**src/include/n64_frontend_defines.svh**
```systemverilog
// Frontend download and backup glue: widths, index codes, offsets and save codes
`ifndef N64_FRONTEND_DEFINES_SVH
`define N64_FRONTEND_DEFINES_SVH

// Bus widths
`define IOCTL_ADDR_W  27
`define IOCTL_DATA_W  16
`define RAM_WORD_W    32
`define PIFROM_ADDR_W 10

// Download index codes, compared against ioctl_index[5:0]
`define DL_INDEX_PIFROM 6'd0
`define DL_INDEX_CART   6'd1

// Cartridge image sits 8 MiB into memory
`define CART_START 27'h0800000

// Menu save type codes
`define SAVE_TYPE_NONE      3'd0
`define SAVE_TYPE_EEPROM4K  3'd1
`define SAVE_TYPE_EEPROM16K 3'd2
`define SAVE_TYPE_SRAM32K   3'd3
`define SAVE_TYPE_SRAM96K   3'd4
`define SAVE_TYPE_FLASH     3'd5

// EEPROM size codes for the core
`define EEPROM_TYPE_NONE 2'd0
`define EEPROM_TYPE_4K   2'd1
`define EEPROM_TYPE_16K  2'd2

`endif

```
**src/hdl/n64_frontend_pkg.sv**
```systemverilog
// Shared data types for the console frontend download and backup logic
`include "n64_frontend_defines.svh"

package n64_frontend_pkg;

	// Host download side
	typedef logic [`IOCTL_ADDR_W-1:0] ioctl_addr_t;
	typedef logic [`IOCTL_DATA_W-1:0] ioctl_word_t;

	// Memory side
	typedef logic [`RAM_WORD_W-1:0]    ram_word_t;
	typedef logic [`PIFROM_ADDR_W-1:0] pifrom_addr_t;

	// Save type as selected in the menu
	typedef enum logic [2:0] {
		SAVE_NONE      = `SAVE_TYPE_NONE,
		SAVE_EEPROM4K  = `SAVE_TYPE_EEPROM4K,
		SAVE_EEPROM16K = `SAVE_TYPE_EEPROM16K,
		SAVE_SRAM32K   = `SAVE_TYPE_SRAM32K,
		SAVE_SRAM96K   = `SAVE_TYPE_SRAM96K,
		SAVE_FLASH     = `SAVE_TYPE_FLASH
	} save_type_e;

	// EEPROM size handed to the core
	typedef enum logic [1:0] {
		EEPROM_NONE = `EEPROM_TYPE_NONE,
		EEPROM_4K   = `EEPROM_TYPE_4K,
		EEPROM_16K  = `EEPROM_TYPE_16K
	} eeprom_type_e;

endpackage

```
**src/hdl/download_word_packer.sv**
```systemverilog
// Pairs two 16-bit host download writes into one 32-bit memory word
`timescale 1ns/100ps

module download_word_packer
	import n64_frontend_pkg::*;
#(
	parameter bit BYTE_SWAP = 1'b0
) (
	input  logic        clk_1x,
	input  logic        rst_n,
	input  logic        enable,
	input  logic        wr,
	input  ioctl_addr_t addr,
	input  ioctl_word_t data,
	output logic        word_valid,
	output ram_word_t   word,
	output ioctl_addr_t word_addr
);

	// Address bit 1 selects the half of the 32-bit word
	logic        first_strobe;
	logic        second_strobe;
	ioctl_word_t first_q;
	ram_word_t   packed_word;

	assign first_strobe  = enable & wr & ~addr[1];
	assign second_strobe = enable & wr & addr[1];

	// Swapped order puts each half byte-reversed, first half on top
	assign packed_word = BYTE_SWAP ?
		{first_q[7:0], first_q[15:8], data[7:0], data[15:8]} :
		{data, first_q};

	// ========================================================================
	// Valid pulse, one cycle after the second half
	// ========================================================================
	always_ff @(posedge clk_1x or negedge rst_n) begin
		if (!rst_n) begin
			word_valid <= 1'b0;
		end else begin
			word_valid <= second_strobe;
		end
	end

	// Payload registers
	always_ff @(posedge clk_1x) begin
		if (first_strobe) begin
			first_q   <= data;
			word_addr <= addr;
		end
		if (second_strobe) begin
			word <= packed_word;
		end
	end

endmodule

```
**src/hdl/pifrom_loader.sv**
```systemverilog
// Boot ROM download path: detects the download and forms swapped words
`timescale 1ns/100ps
`include "n64_frontend_defines.svh"

module pifrom_loader
	import n64_frontend_pkg::*;
(
	input  logic         clk_1x,
	input  logic         rst_n,
	input  logic         ioctl_download,
	input  logic [7:0]   ioctl_index,
	input  ioctl_addr_t  ioctl_addr,
	input  logic         ioctl_wr,
	input  ioctl_word_t  ioctl_dout,
	output pifrom_addr_t pifrom_wraddress,
	output ram_word_t    pifrom_wrdata,
	output logic         pifrom_wren
);

	logic        pifrom_active;
	logic        index_hi_q;
	ioctl_addr_t word_addr;

	always_ff @(posedge clk_1x or negedge rst_n) begin
		if (!rst_n) begin
			pifrom_active <= 1'b0;
		end else begin
			pifrom_active <= ioctl_download & (ioctl_index[5:0] == `DL_INDEX_PIFROM);
		end
	end

	// Index bit 6 picks the upper boot ROM bank, kept with the first half
	always_ff @(posedge clk_1x) begin
		if (pifrom_active && ioctl_wr && !ioctl_addr[1]) begin
			index_hi_q <= ioctl_index[6];
		end
	end

	assign pifrom_wraddress = {index_hi_q, word_addr[10:2]};

	download_word_packer #(
		.BYTE_SWAP (1'b1)
	) packer_i (
		.clk_1x     (clk_1x),
		.rst_n      (rst_n),
		.enable     (pifrom_active),
		.wr         (ioctl_wr),
		.addr       (ioctl_addr),
		.data       (ioctl_dout),
		.word_valid (pifrom_wren),
		.word       (pifrom_wrdata),
		.word_addr  (word_addr)
	);

endmodule

```
**src/hdl/cart_loader.sv**
```systemverilog
// Cartridge download path: packs words, offsets them and holds the host off
`timescale 1ns/100ps
`include "n64_frontend_defines.svh"

module cart_loader
	import n64_frontend_pkg::*;
(
	input  logic        clk_1x,
	input  logic        rst_n,
	input  logic        ioctl_download,
	input  logic [7:0]  ioctl_index,
	input  ioctl_addr_t ioctl_addr,
	input  logic        ioctl_wr,
	input  ioctl_word_t ioctl_dout,
	input  logic        ram_ready,
	output logic        ioctl_wait,
	output ioctl_addr_t ram_wraddr,
	output ram_word_t   ram_wrdata,
	output logic        ram_wr,
	output logic        cart_active,
	output logic        cart_loaded
);

	ioctl_addr_t word_addr;
	logic        second_half;

	// Same strobe that makes the packer raise ram_wr next cycle
	assign second_half = cart_active & ioctl_wr & ioctl_addr[1];

	// Wraps at 2^27 like the host address
	assign ram_wraddr = word_addr + `CART_START;

	// ========================================================================
	// Download detect, loaded flag and host wait
	// ========================================================================
	always_ff @(posedge clk_1x or negedge rst_n) begin
		if (!rst_n) begin
			cart_active <= 1'b0;
			cart_loaded <= 1'b0;
			ioctl_wait  <= 1'b0;
		end else begin
			cart_active <= ioctl_download & (ioctl_index[5:0] == `DL_INDEX_CART);
			if (cart_active) begin
				cart_loaded <= 1'b1;
			end
			if (cart_active) begin
				if (second_half) begin
					ioctl_wait <= 1'b1;
				end
				// Memory took the word, let the host go on
				if (ram_ready) begin
					ioctl_wait <= 1'b0;
				end
			end else begin
				ioctl_wait <= 1'b0;
			end
		end
	end

	download_word_packer #(
		.BYTE_SWAP (1'b0)
	) packer_i (
		.clk_1x     (clk_1x),
		.rst_n      (rst_n),
		.enable     (cart_active),
		.wr         (ioctl_wr),
		.addr       (ioctl_addr),
		.data       (ioctl_dout),
		.word_valid (ram_wr),
		.word       (ram_wrdata),
		.word_addr  (word_addr)
	);

endmodule

```
**src/hdl/backup_control.sv**
```systemverilog
// Backup memory triggers, image-in-use flag, EEPROM size decode and user LED
`timescale 1ns/100ps

module backup_control
	import n64_frontend_pkg::*;
(
	input  logic         clk_1x,
	input  logic         rst_n,
	input  logic         cart_active,
	input  logic         osd_status,
	input  logic         reload_req,
	input  logic         save_req,
	input  logic         autosave_off,
	input  save_type_e   save_type,
	input  logic         img_mounted,
	input  logic         img_readonly,
	input  logic [31:0]  img_size,
	input  logic         bk_pending,
	output logic         bk_load,
	output logic         bk_save,
	output logic         use_img,
	output eeprom_type_e eeprom_type,
	output logic         led_user
);

	logic osd_status_q;
	logic cart_active_q;

	// Mounting during a cartridge download reloads the backup too
	assign bk_load = reload_req | (cart_active & img_mounted);
	// Autosave when the menu opens
	assign bk_save = save_req | (osd_status & ~osd_status_q & ~autosave_off);

	assign led_user = cart_active | bk_pending;

	always_ff @(posedge clk_1x or negedge rst_n) begin
		if (!rst_n) begin
			osd_status_q  <= 1'b0;
			cart_active_q <= 1'b0;
			use_img       <= 1'b0;
		end else begin
			osd_status_q  <= osd_status;
			cart_active_q <= cart_active;
			if (cart_active && !cart_active_q) begin
				use_img <= 1'b0;
			end
			// Later assignment so a mount wins over the clear
			if (img_mounted && (img_size != 32'd0) && !img_readonly) begin
				use_img <= 1'b1;
			end
		end
	end

	always_comb begin
		case (save_type)
			SAVE_EEPROM4K:  eeprom_type = EEPROM_4K;
			SAVE_EEPROM16K: eeprom_type = EEPROM_16K;
			default:        eeprom_type = EEPROM_NONE;
		endcase
	end

endmodule

```
**src/hdl/n64_frontend_top.sv**
```systemverilog
// Frontend top: boot ROM loader, cartridge loader and backup memory control
`timescale 1ns/100ps

module n64_frontend_top
	import n64_frontend_pkg::*;
(
	input  logic         clk_1x,
	input  logic         rst_n,
	// Host download
	input  logic         ioctl_download,
	input  logic [7:0]   ioctl_index,
	input  ioctl_addr_t  ioctl_addr,
	input  ioctl_word_t  ioctl_dout,
	input  logic         ioctl_wr,
	output logic         ioctl_wait,
	// Boot ROM write port
	output pifrom_addr_t pifrom_wraddress,
	output ram_word_t    pifrom_wrdata,
	output logic         pifrom_wren,
	// Cartridge memory write port
	output ioctl_addr_t  ram_wraddr,
	output ram_word_t    ram_wrdata,
	output logic         ram_wr,
	input  logic         ram_ready,
	output logic         cart_loaded,
	// Backup memory and menu
	input  logic         osd_status,
	input  logic         reload_req,
	input  logic         save_req,
	input  logic         autosave_off,
	input  save_type_e   save_type,
	input  logic         img_mounted,
	input  logic         img_readonly,
	input  logic [31:0]  img_size,
	input  logic         bk_pending,
	output logic         bk_load,
	output logic         bk_save,
	output logic         use_img,
	output eeprom_type_e eeprom_type,
	output logic         led_user
);

	logic cart_active;

	// ========================================================================
	// Download paths
	// ========================================================================
	pifrom_loader pifrom_loader_i (
		.clk_1x           (clk_1x),
		.rst_n            (rst_n),
		.ioctl_download   (ioctl_download),
		.ioctl_index      (ioctl_index),
		.ioctl_addr       (ioctl_addr),
		.ioctl_wr         (ioctl_wr),
		.ioctl_dout       (ioctl_dout),
		.pifrom_wraddress (pifrom_wraddress),
		.pifrom_wrdata    (pifrom_wrdata),
		.pifrom_wren      (pifrom_wren)
	);

	cart_loader cart_loader_i (
		.clk_1x         (clk_1x),
		.rst_n          (rst_n),
		.ioctl_download (ioctl_download),
		.ioctl_index    (ioctl_index),
		.ioctl_addr     (ioctl_addr),
		.ioctl_wr       (ioctl_wr),
		.ioctl_dout     (ioctl_dout),
		.ram_ready      (ram_ready),
		.ioctl_wait     (ioctl_wait),
		.ram_wraddr     (ram_wraddr),
		.ram_wrdata     (ram_wrdata),
		.ram_wr         (ram_wr),
		.cart_active    (cart_active),
		.cart_loaded    (cart_loaded)
	);

	// ========================================================================
	// Backup memory
	// ========================================================================
	backup_control backup_control_i (
		.clk_1x       (clk_1x),
		.rst_n        (rst_n),
		.cart_active  (cart_active),
		.osd_status   (osd_status),
		.reload_req   (reload_req),
		.save_req     (save_req),
		.autosave_off (autosave_off),
		.save_type    (save_type),
		.img_mounted  (img_mounted),
		.img_readonly (img_readonly),
		.img_size     (img_size),
		.bk_pending   (bk_pending),
		.bk_load      (bk_load),
		.bk_save      (bk_save),
		.use_img      (use_img),
		.eeprom_type  (eeprom_type),
		.led_user     (led_user)
	);

endmodule

```
**config.mk**
```make
export PLATFORM = sky130hd
export DESIGN_NAME = n64_frontend_top
export DESIGN_NICKNAME = d
export VERILOG_FILES = /design/src/hdl/n64_frontend_pkg.sv /design/src/hdl/download_word_packer.sv /design/src/hdl/pifrom_loader.sv /design/src/hdl/cart_loader.sv /design/src/hdl/backup_control.sv /design/src/hdl/n64_frontend_top.sv
export VERILOG_INCLUDE_DIRS = /design/src /design/src/include
export SDC_FILE = /design/constraint.sdc
export NUM_CORES = 1
export LEC_CHECK = 0
export BUFFER_PORTS_ARGS = -buffer_cell sky130_fd_sc_hd__buf_2
export CORE_MARGIN = 3
export CORE_UTILIZATION = 48
export DETAILED_ROUTE_END_ITERATION = 8
export PLACE_DENSITY = 0.78
export SLEW_MARGIN = 20
export SYNTH_ARGS = -nofsm -noshare
export SYNTH_HDL_FRONTEND = slang
export SYNTH_HIERARCHICAL = 1
export SYNTH_SLANG_ARGS = --single-unit
```
**constraint.sdc**
```tcl
create_clock -name clk_1x -period 2.8 [get_ports clk_1x]
set_clock_uncertainty 0.2 [all_clocks]
set_input_delay 0.7 -clock clk_1x [delete_from_list [all_inputs] [get_ports clk_1x]]
set_output_delay 0.7 -clock clk_1x [all_outputs]
set_load 0.02 [all_outputs]
```
# Word-level counts from Yosys, hierarchy flattened
# Index checks and enable logic that the tools add are counted.
word_totals:
  output_inout_bits: 111
  latch_bits: 0
  elab_cells: 55
  n_memories: 0
  rom_bits: 0
  ramBits: 0
  reg_bits: 144
  in_bits: 98
classes:
  n_shift: 0
  reduce_logical: 11
  eq_ne: 4
  mul: 0
  addsub: 1
  n_div: 0
  bitwise: 17
  muxes: 6
  magnitude_cmp: 0
op_table:
  columns: ["op", "count"]
  rows:
  - ["32-bit nonzero test", 1]
  - ["27-bit by 24-bit adder with 27-bit output (second input constant)", 1]
  - ["1-bit bitwise AND", 11]
  - ["6-bit by 1-bit equality test with 1-bit output (second input constant)", 1]
  - ["6-bit logical NOT", 1]
  - ["1-bit logical AND", 5]
  - ["1-bit two-way mux", 5]
  - ["2-bit one-hot mux with 2 select lines", 1]
  - ["3-bit by 1-bit equality test with 1-bit output (second input constant)", 1]
  - ["3-bit by 2-bit equality test with 1-bit output (second input constant)", 1]
  - ["1-bit logical NOT", 3]
  - ["3-bit != test (second input constant)", 1]
  - ["1-bit inverter", 3]
  - ["1-bit bitwise OR", 3]
  - ["2-bit nonzero test", 1]

# Depth between registers and ports, before layout
# Gate-level depths: netlist of run 1.
depth:
  ltp_word: 5
  ltp_mapped: 4
  mapped_depth_nobuf: 4

# By module
# The synthesis of run 1 kept the hierarchy.
by_module_without_submodules:
  columns: ["mod", "seq_area_each_um2", "area_each_um2", "n_inst", "cells_per_inst"]
  rows:
  - ["download_word_packer", 2277.2, 2293.4, 2, 78]
  - ["backup_control", 75.1, 226.5, 1, 24]
  - ["cart_loader", 75.1, 157.7, 1, 13]
  - ["pifrom_loader", 55.1, 86.3, 1, 8]

# Worst setup path after synthesis of run 1
# No wires, ideal clock.
synth_timing:
  kind: "input to register"
  startpoint: "in ioctl_addr[1]"
  endpoint: "reg cart_loader_i.packer_i.first_q[0] (enable)"
  required_ns: 2.195
  n_path_buf: 0
  stages: 1
  setup_time_ns: 0.405
  arrival_time_ns: 1.835
  setup_slack_ns: 0.360
  path_cell_list: "and3b_1"
synth_between:
  elab_chain_len: 2
synth_lines:
  columns: ["element", "line_no", "text"]
  rows:
  - ["start: declaration", "n64_frontend_top.sv:12", "input ioctl_addr_t ioctl_addr,"]
  - ["1-bit inverter", "download_word_packer.sv:26", "assign first_strobe = enable & wr & ~addr[1];"]
  - ["1-bit bitwise AND", "download_word_packer.sv:26", null]
  - ["end signal: assignment", "download_word_packer.sv:48", "first_q <= data;"]
  - ["end: declaration", "download_word_packer.sv:23", "ioctl_word_t first_q;"]
# Every way passes these cells.
# A chain may end at the register's enable or synchronous reset.

# Worst setup path after layout of run 1
layout_timing:
  startpoint: "reg cart_loader_i.packer_i.word_addr[23]"
  endpoint: "out ram_wraddr[25]"
layout_between:
  elab_chain_len: 1
layout_lines:
  columns: ["element", "line_no", "text"]
  rows:
  - ["start: declaration", "download_word_packer.sv:17", "output ioctl_addr_t word_addr"]
  - ["start signal: assignment", "download_word_packer.sv:49", "word_addr <= addr;"]
  - ["27-bit by 24-bit adder with 27-bit output (no source line)", null, null]
  - ["end: declaration", "n64_frontend_top.sv:21", "output ioctl_addr_t ram_wraddr,"]
# Every way passes these cells.

==> results of run 1 <==
==> sequential cells by signal, indices dropped and copies added (netlist names) <==
name	count
pifrom_loader_i/packer_i/first_q	16
cart_loader_i/packer_i/word_addr	27
backup_control_i/cart_active_q	1
backup_control_i/use_img	1
cart_loader_i/packer_i/word	32
pifrom_loader_i/pifrom_active	1
pifrom_loader_i/packer_i/word_addr	9
pifrom_loader_i/packer_i/word	32
cart_loader_i/cart_loaded	1
pifrom_loader_i/packer_i/word_valid	1
cart_loader_i/packer_i/first_q	16
cart_loader_i/ioctl_wait	1
cart_loader_i/packer_i/word_valid	1
cart_loader_i/cart_active	1
backup_control_i/osd_status_q	1
pifrom_loader_i/index_hi_q	1
==> final timing paths <==
kind,cells after the start,slack [ns],start,to
max in group asynchronous,2,1.82,rst_n,backup_control_i/use_img$_DFFE_PN0P_
max reg2reg,2,1.11,cart_loader_i/cart_active$_DFF_PN0_,cart_loader_i/packer_i/first_q[5]$_DFFE_PP_
min reg2reg,0,0.21,cart_loader_i/packer_i/first_q[3]$_DFFE_PP_,cart_loader_i/packer_i/word[3]$_DFFE_PP_
min,1,0.12,osd_status,backup_control_i/osd_status_q$_DFF_PN0_
min in group asynchronous,2,0.40,rst_n,backup_control_i/osd_status_q$_DFF_PN0_
max,3,0.35,cart_loader_i/packer_i/word_addr[23]$_DFFE_PP_,ram_wraddr[25]
==> metal layers <==
metal | wire length, µm | up-vias
met5 | 0 | -
met4 | 159 | 0
met3 | 864 | 14
met2 | 4590 | 144
met1 | 3350 | 1228
li1 | - | 1204
==> placed cells by master, fill, tap and decap left out, types with 2 or more instances in the layout <==
cell type	count
clkinv_4	2
dfrtp_1	9
and3_2	2
bufinv_16	3
a21o_1	2
or2_2	2
inv_1	2
clkbuf_16	16
edfxtp_1	133
nor4_2	4
nor2_1	3
nand2_1	2
inv_6	4
buf_4	2
clkinv_1	2
nor3b_1	3
buf_12	3
nor4_1	5
buf_2	207
clkinvlp_4	3
nand4_1	2
==> critical path, stage by stage, from the launching register on <==
cell      delay, ns
edfxtp_1       0.42
ha_1           0.23
xor2_1         0.20
buf_2          0.21
==> where the power goes <==
group	switching, mW	internal [mW]
Clock	0.828	1.37
Sequential	0.00210	2.32
Combinational	0.0582	0.0625
Total	0.888	3.75
==> metrics by stage <==
stage	worst slack, ns	total power [mW]	instance area (µm²)	utilization
after detailed placement	0.670	2.49	5760	0.644
final	0.347	4.64	6360	0.712
after global placement	0.672	2.48	5760	0.644
after CTS	0.283	4.68	6360	0.712
after floorplan	0.360	2.39	4520	-
after global routing	0.269	4.78	6360	0.712
==> final cells by class <==
type	count	area share
clock inverter	15	0.0289
tap	108	0.0212
sequential	142	0.663
clock buffer	17	0.0651
inverter	2	0.00118
timing repair buffer	213	0.176
multi-input combinational	38	0.0446
==> results by group, run 1 <==
Global route
  – First-pass GRT wire length: ~13000 µm
  – Met3 global-route usage: 0.0792
  – Largest net degree at the start of global routing: 26
  – Remaining global-route overflow: 0
  – Vias in the first global route: 2704
  – M2 GR Usage: 0.284
  – GRT Total Usage: 0.171
  – GR Util met1: 0.189
  – Busiest layer in global routing: met2
  – Initial antenna violation count: 0

Place
  – PortBufs: 207
  – HPWL Detailed: about 6500 µm
  – GP Congestion: 0.807
  – DP Cell Count: between 500 and 600

Detailed routing
  – Routed wire length: 8960 µm
  – Post-route antenna net violation count: 0
  – First drt pass iteration count: 4
  – # DRC: 0
  – WL/cell: 16.8 µm
  – DR iter-0 viols: 72
  – Routed vias/inst: 4.84
  – Vias post-DR: 2590

Power and ir drop
  – VDD IR max: 0.461 mV
  – Lkg Pwr: 2.56 nW
  – PwrDens: about 730 nW/µm²

Clock tree
  – Number of gates resized after CTS: 0
  – CTS tree: built
  – Postcts setup bufs: 0
  – Clk Latency, worst-skew pair: 0.50 ns
  – Clk root buf: clkbuf_8
  – Hold buffers post-CTS: 1
  – Clk buf depth: 2
  – Htree depth: 4
  – Clock sink total: 142
  – Clk slew on worst S/H paths: 0.06 ns
  – Num CTS Buffers: 17

STA
  – Setup TNS: 0 ns
  – Final Hold Viols: 0
  – Hold Slack: about 0.12 ns
  – F_max: ~0.41 GHz
  – Slew @ Worst Pin: 0.381 ns
  – Final setup violation count: 0
  – Slew HR: 0.746
  – Unrepaired setup endpoints after global routing: no
  – Final Max Slew Viols: 0
  – Tcrit/Tclk final: 0.876
  – Post-route minimum period: 2.45 ns

Setup path
  – Critical Path Start Type: register
  – Crit end category: primary output
  – Required @ worst endpoint: about 1.9 ns
  – Worst path arrival time: 1.55 ns
  – Crit path max fanout: 3
  – CP Class: register to primary output

Floorplan
  – Die area: 10600 µm²
  – Core Rows: 34
  – # IOs: 209
  – Die H: 103 µm
  – Chip Width: 103 µm
  – Core Area: between 8000 and 9000 µm²
  – Initial core utilization: 0.506

Hold path
  – HP Class: input pin to register

Layout
  – Non-Filler Instances: 535
  – Synthesis-to-layout area growth: 40.9%
  – Nets@finish: 513
  – # fillers: 571
  – Layout cell share with drive strength beyond 1: 0.590
  – Register Area: 4220 µm²
  – Multi-input logic area: 284 µm²
  – Diodes inserted: 0

Synth
  – Ys Warns: 6
  – Post-Syn Nets: between 200 and 300
  – Cell count after synthesis: 183
  – Syn avg cell area: 24.7 µm²
  – Cell Area, Synth: 4520 µm²

Outcome
  – Outcome: complete, no violations

Job
  – Max Cap Viol: 0
(Power assumes the default switching activity.)
==> run 2: changes to the inputs <==
--- a/config.mk
+++ b/config.mk
@@ -6,11 +6,11 @@
 export SDC_FILE = /design/constraint.sdc
 export NUM_CORES = 1
 export LEC_CHECK = 0
-export BUFFER_PORTS_ARGS = -buffer_cell sky130_fd_sc_hd__buf_2
 export CORE_MARGIN = 3
-export CORE_UTILIZATION = 48
+export CORE_UTILIZATION = 50
 export DETAILED_ROUTE_END_ITERATION = 8
-export PLACE_DENSITY = 0.78
+export DONT_BUFFER_PORTS = 1
+export PLACE_DENSITY = 0.63
 export SLEW_MARGIN = 20
 export SYNTH_ARGS = -nofsm -noshare
 export SYNTH_HDL_FRONTEND = slang
==> results by group, run 2 (synthesized netlist as in run 1, its figures left out) <==
Floorplan
  – Chip Width: 101 µm (was 103 µm)
  – Core Rows: 34 (unchanged)
  – Die H: 101 µm (was 103 µm)
  – Core Area: 8760 µm² (was 8930 µm²)
  – Initial core utilization: 0.515 (was 0.506)
  – # IOs: 209 (unchanged)
  – Die area: 10200 µm² (was 10600 µm²)

STA
  – Final Max Slew Viols: 0 (unchanged)
  – Tcrit/Tclk final: 0.892 (was 0.876)
  – Final Hold Viols: 0 (unchanged)
  – Slew HR: 0.670 (was 0.746)
  – Setup TNS: 0 ns (unchanged)
  – Slew @ Worst Pin: 0.491 ns (was 0.381 ns)
  – Unrepaired setup endpoints after global routing: no (unchanged)
  – Final setup violation count: 0 (unchanged)
  – Post-route minimum period: 2.50 ns (was 2.45 ns)
  – F_max: 0.400 GHz (was 0.408 GHz)

Setup path
  – Required @ worst endpoint: 1.90 ns (about the same)
  – Worst path arrival time: 1.60 ns (was 1.55 ns)
  – Critical Path Start Type: register (unchanged)
  – Crit path max fanout: 3 (unchanged)
  – CP Class: register to primary output (unchanged)
  – Crit end category: primary output (unchanged)
  – R2R Setup Slk: 1.10 ns (was 1.11 ns)

Job
  – Max Cap Viol: 0 (unchanged)

Place
  – PortBufs: 0 (was 207)
  – HPWL Detailed: 5230 µm (was 6530 µm)
  – GP Congestion: 0.792 (was 0.807)

Detailed routing
  – Routed vias/inst: 5.57 (was 4.84)
  – # DRC: 0 (unchanged)
  – Routed wire length: 7850 µm (was 8960 µm)
  – DR iter-0 viols: 68 (was 72)
  – Vias post-DR: 1837 (was 2590)
  – Post-route antenna net violation count: 0 (unchanged)
  – WL/cell: 23.8 µm (was 16.8 µm)
  – First drt pass iteration count: 4 (unchanged)

Layout
  – Commonest non-fill, non-tap cell in the layout: edfxtp_1 (was buf_2)
  – Fin util: 0.604 (was 0.712)
  – Register Area: 4220 µm² (unchanged)
  – Layout cell share with drive strength beyond 1: 0.216 (was 0.590)
  – Synthesis-to-layout area growth: 17.2% (was 40.9%)
  – Nets@finish: 308 (was 513)
  – Most frequent cells in the layout: edfxtp_1, clkbuf_16, dfrtp_1 (was buf_2, edfxtp_1, clkbuf_16)
  – Multi-input logic area: 284 µm² (unchanged)
  – # fillers: 610 (was 571)
  – Diodes inserted: 0 (unchanged)
  – Top Registers: cart_loader_i/packer_i/word (32), pifrom_loader_i/packer_i/word (32), cart_loader_i/packer_i/word_addr (27) (unchanged)

Global route
  – Largest net degree at the start of global routing: 34 (was 26)
  – GRT Total Usage: 0.152 (was 0.171)
  – Remaining global-route overflow: 0 (unchanged)
  – Initial antenna violation count: 0 (unchanged)
  – Vias in the first global route: 1992 (was 2704)
  – First-pass GRT wire length: 11200 µm (was 13200 µm)

Outcome
  – Outcome: complete, no violations (unchanged)

Power and ir drop
  – Clk pwr share: 0.469 (was 0.474)
  – PwrDens: 838 nW/µm² (was 729 nW/µm²)
  – VDD IR max: 0.489 mV (was 0.461 mV)
  – P_sw: 0.897 mW (was 0.888 mW)
  – Combinational Power Share: 0.006 (was 0.026)
  – Sequential fraction of design power: 0.525 (was 0.500)
  – Net Sw Frac: 0.202 (was 0.191)
  – Lkg Pwr: 1.72 nW (was 2.56 nW)
  – Pint: 3.54 mW (was 3.75 mW)

Clock tree
  – Number of gates resized after CTS: 0 (unchanged)
  – Htree depth: 4 (unchanged)
  – Postcts setup bufs: 0 (unchanged)
  – Clk root buf: clkbuf_8 (unchanged)
  – Clock sink total: 142 (unchanged)
  – CTS tree: built (unchanged)
  – Clk slew on worst S/H paths: 0.07 ns (was 0.06 ns)
  – Hold buffers post-CTS: 1 (unchanged)
  – Clk Latency, worst-skew pair: 0.50 ns (about the same)
  – Num CTS Buffers: 17 (unchanged)
  – Clk buf depth: 2 (unchanged)

Hold path
  – HP Class: input pin to register (unchanged)
## run 2: cell types whose count changed in the layout (fill, tap and decap cells not counted), sizes merged
cell and delta:
clkinvlp +2, buf -206, clkinv -1, bufinv -2, inv +1, dlygate4sd3 +1
## run 2: critical path, stage by stage, from the launching register on
cell,delay [ns]
edfxtp_1,0.43
ha_1,0.24
xor2_1,0.43
## run 2: power by group through the flow
stage / Combinational, mW / Sequential (mW) / Clock [mW]
3_5_place_dp: 0.0219 / 2.37 / 0
2_1_floorplan: 0.0179 / 2.37 / 0
4_1_cts: 0.0257 / 2.33 / 2.13
5_1_grt: 0.0291 / 2.33 / 2.22
3_3_place_gp: 0.0216 / 2.37 / 0
6_report: 0.0263 / 2.33 / 2.08
## run 2: final timing paths
check                                                               start                                            end  cells after the start
max in group asynchronous                                           rst_n  pifrom_loader_i/packer_i/word_valid$_DFF_PN0_                      1
hold reg to reg              cart_loader_i/packer_i/first_q[12]$_DFFE_PP_      cart_loader_i/packer_i/word[12]$_DFFE_PP_                      0
setup / recovery           cart_loader_i/packer_i/word_addr[23]$_DFFE_PP_                                 ram_wraddr[25]                      2
min in group asynchronous                                           rst_n       backup_control_i/cart_active_q$_DFF_PN0_                      1
hold / removal                                             ioctl_index[1]            cart_loader_i/cart_active$_DFF_PN0_                      1
setup reg to reg                      cart_loader_i/cart_active$_DFF_PN0_  cart_loader_i/packer_i/word_addr[7]$_DFFE_PP_                      2
## run 2: layout make-up
| class | count | area share |
|---|---|---|
| Tap cell | 108 | 0.0255 |
| Clock inverter | 15 | 0.0293 |
| Timing Repair Buffer | 8 | 0.0147 |
| Multi-Input combinational cell | 38 | 0.0537 |
| Clock buffer | 17 | 0.0783 |
| Inverter | 2 | 0.00142 |
| Sequential cell | 142 | 0.797 |
## run 2: metrics by stage
| stage | instances | instance area, µm² | power, mW | hold WS [ns] | setup WS (ns) |
|---|---|---|---|---|---|
| floorplan | 183 | 4520 | 2.39 | 0.200 | 0.360 |
| global placement | 296 | 4700 | 2.39 | 0.201 | 0.847 |
| detailed placement | 296 | 4700 | 2.39 | 0.205 | 0.815 |
| CTS | 329 | 5280 | 4.48 | 0.000178 | 0.269 |
| global route | 330 | 5290 | 4.57 | 0.0248 | 0.216 |
| finish | 330 | 5290 | 4.44 | 0.0542 | 0.301 |
## run 2: metal layers
layer	vias to the layer above	global-route usage	share of wire
met4	0	0.0808	0.019
met3	14	0.0844	0.11
li1	791	-	-
met1	916	0.166	0.37
met5	-	0	0
met2	116	0.238	0.51
==> run 3: changes to the inputs <==
--- a/config.mk
+++ b/config.mk
@@ -10,7 +10,7 @@
 export CORE_UTILIZATION = 50
 export DETAILED_ROUTE_END_ITERATION = 8
 export DONT_BUFFER_PORTS = 1
-export PLACE_DENSITY = 0.63
+export PLACE_DENSITY_LB_ADDON = 0.1
 export SLEW_MARGIN = 20
 export SYNTH_ARGS = -nofsm -noshare
 export SYNTH_HDL_FRONTEND = slang
==> results by group, run 3 (synthesized netlist as in run 1, its figures left out) <==
Detailed routing
  – Post-route antenna net violation count: 0 (unchanged)
  – # DRC: 0 (unchanged)
  – Vias post-DR: 1790 (was 1837)
  – WL/cell: 24.0 µm (was 23.8 µm)
  – First drt pass iteration count: 4 (unchanged)
  – DR iter-0 viols: 56 (was 68)
  – Routed vias/inst: 5.46 (was 5.57)
  – Routed wire length: 7880 µm (was 7850 µm)

Global route
  – GRT Total Usage: 0.156 (was 0.152)
  – First-pass GRT wire length: 10900 µm (was 11200 µm)
  – Remaining global-route overflow: 0 (unchanged)
  – Largest net degree at the start of global routing: 34 (unchanged)
  – Vias in the first global route: 1915 (was 1992)
  – Initial antenna violation count: 0 (unchanged)

STA
  – Final setup violation count: 0 (unchanged)
  – Hold Slack: 0.0603 ns (was 0.0542 ns)
  – Worst setup margin: 0.366 ns (was 0.301 ns)
  – Slew HR: 0.470 (was 0.670)
  – Final Max Slew Viols: 0 (unchanged)
  – Final Hold Viols: 0 (unchanged)
  – Unrepaired setup endpoints after global routing: no (unchanged)
  – F_max: 0.411 GHz (was 0.400 GHz)
  – Setup TNS: 0 ns (unchanged)
  – Tcrit/Tclk final: 0.869 (was 0.892)
  – Post-route minimum period: 2.43 ns (was 2.50 ns)
  – Slew @ Worst Pin: 0.795 ns (was 0.491 ns)

Setup path
  – Worst-case reg-to-reg path depth: 1 (was 2)
  – Crit path max fanout: 3 (unchanged)
  – Required @ worst endpoint: 1.90 ns (about the same)
  – Worst path arrival time: 1.53 ns (was 1.60 ns)
  – R2r startpoint: cart_loader_i/cart_active$_DFF_PN0_ (unchanged)
  – CP Class: register to primary output (unchanged)
  – Top Family by Delay on Critical Path: flip-flops (unchanged)
  – Crit end category: primary output (unchanged)
  – Critical path launch point: cart_loader_i/packer_i/word_addr[23]$_DFFE_PP_ (unchanged)
  – Worst path slowest cell: edfxtp_1 (unchanged)
  – Biggest cell delay along the critical path: 0.41 ns (was 0.43 ns)
  – Critical Path Start Type: register (unchanged)
  – Crit path buffers/inverters: 0 (unchanged)
  – Critical Path Stages: 2 (unchanged)
  – Crit-path cells: ha_1 > xor2_1 (unchanged)

Power and ir drop
  – Total power of the final layout: 4.52 mW (was 4.44 mW)
  – Lkg Pwr: 1.73 nW (was 1.72 nW)
  – VDD IR max: 0.398 mV (was 0.489 mV)
  – Net Sw Frac: 0.183 (was 0.202)
  – PwrDens: 854 nW/µm² (was 838 nW/µm²)
  – Combinational Power Share: 0.006 (about the same)
  – Pint: 3.69 mW (was 3.54 mW)
  – P_sw: 0.828 mW (was 0.897 mW)
  – Sequential fraction of design power: 0.515 (was 0.525)
  – Clk pwr share: 0.479 (was 0.469)

Place
  – HPWL Detailed: 5500 µm (was 5230 µm)
  – Setup WS pre-CTS: 0.740 ns (was 0.815 ns)
  – PortBufs: 0 (unchanged)
  – GP Congestion: 0.738 (was 0.792)

Clock tree
  – Clk slew on worst S/H paths: 0.06 ns (was 0.07 ns)
  – Htree depth: 4 (unchanged)
  – Num CTS Buffers: 17 (unchanged)
  – Clk Latency, worst-skew pair: 0.50 ns (about the same)
  – CTS tree: built (unchanged)
  – Clk root buf: clkbuf_8 (unchanged)
  – Clk buf depth: 2 (unchanged)
  – Clock sink total: 142 (unchanged)
  – Postcts setup bufs: 0 (unchanged)

Layout
  – Layout cell share with drive strength beyond 1: 0.200 (was 0.216)
  – Most frequent cells in the layout: edfxtp_1, clkbuf_16, dfrtp_1 (unchanged)
  – Fin util: 0.604 (about the same)
  – Top Registers: cart_loader_i/packer_i/word (32), pifrom_loader_i/packer_i/word (32), cart_loader_i/packer_i/word_addr (27) (unchanged)
  – Nets@finish: 306 (was 308)
  – # fillers: 601 (was 610)
  – Diodes inserted: 0 (unchanged)
  – Synthesis-to-layout area growth: 17.2% (about the same)
  – Commonest non-fill, non-tap cell in the layout: edfxtp_1 (unchanged)

Job
  – Max Cap Viol: 0 (unchanged)

Floorplan
  – Initial core utilization: 0.515 (unchanged)
  – Die area: 10200 µm² (unchanged)
  – Chip Width: 101 µm (unchanged)
  – Core Rows: 34 (unchanged)
  – Core Area: 8760 µm² (unchanged)
  – Die H: 101 µm (unchanged)
  – # IOs: 209 (unchanged)

Hold path
  – Worst hold path startpoint: ioctl_index[1] (unchanged)
  – HP Class: input pin to register (unchanged)
  – Hold depth: 1 (unchanged)

Outcome
  – Outcome: complete, no violations (unchanged)
==> run 3: cell count changes in the layout (fill, tap and decap cells not counted), moves of 2 or more <==
cell        delta
buf_4          -2
bufinv_16      +2
clkbuf_1       +2
clkinv_2       +2
clkinv_4       +3
clkinvlp_4     -4
inv_6          -2
inv_8          -2
==> run 3: final timing paths <==
check | slack, ns | to
worst max-delay path | 0.37 | ram_wraddr[25]
worst min-delay path | 0.06 | cart_loader_i/cart_active$_DFF_PN0_
worst max register to register | 1.02 | cart_loader_i/packer_i/word[26]$_DFFE_PP_
worst min register to register | 0.21 | pifrom_loader_i/packer_i/word[30]$_DFFE_PP_
max in group asynchronous | 1.74 | cart_loader_i/cart_loaded$_DFFE_PN0P_
min in group asynchronous | 0.37 | backup_control_i/cart_active_q$_DFF_PN0_
==> run 3: final cells by class <==
cell class	instances	area, µm²	share of cell area
Sequential cell	142	4220	0.797
Clock buffer	19	422	0.0796
Multi-Input combinational cell	38	284	0.0536
Clock inverter	13	165	0.0312
Tap cell	108	135	0.0255
Timing Repair Buffer	6	62.6	0.0118
Inverter	2	7.51	0.00142
==> run 3: power by group through the flow <==
stage / registers, mW / logic, mW / clock network (mW)
2_1_floorplan: 2.37 / 0.0179 / 0
3_3_place_gp: 2.37 / 0.0223 / 0
3_5_place_dp: 2.37 / 0.0232 / 0
4_1_cts: 2.33 / 0.0281 / 2.21
5_1_grt: 2.33 / 0.0299 / 2.31
6_report: 2.33 / 0.0274 / 2.16
==> run 3: metal layers <==
layer	wire (µm)	track usage	vias up
li1	-	-	787
met1	2410	0.130	872
met2	4690	0.291	129
met3	754	0.0920	2
met4	27	0.0644	0
met5	0	0	-
==> run 3: per-stage QoR <==
stage / area, µm² / instances
3_3_place_gp: 4690 / 294
2_1_floorplan: 4520 / 183
5_1_grt: 5300 / 328
4_1_cts: 5300 / 328
3_5_place_dp: 4690 / 294
6_report: 5300 / 328
==> run 3: timing repair <==
action	in CTS	in global routing
hold buffers	2	0
hold endpoints to repair	10	0
resized for setup	0	0
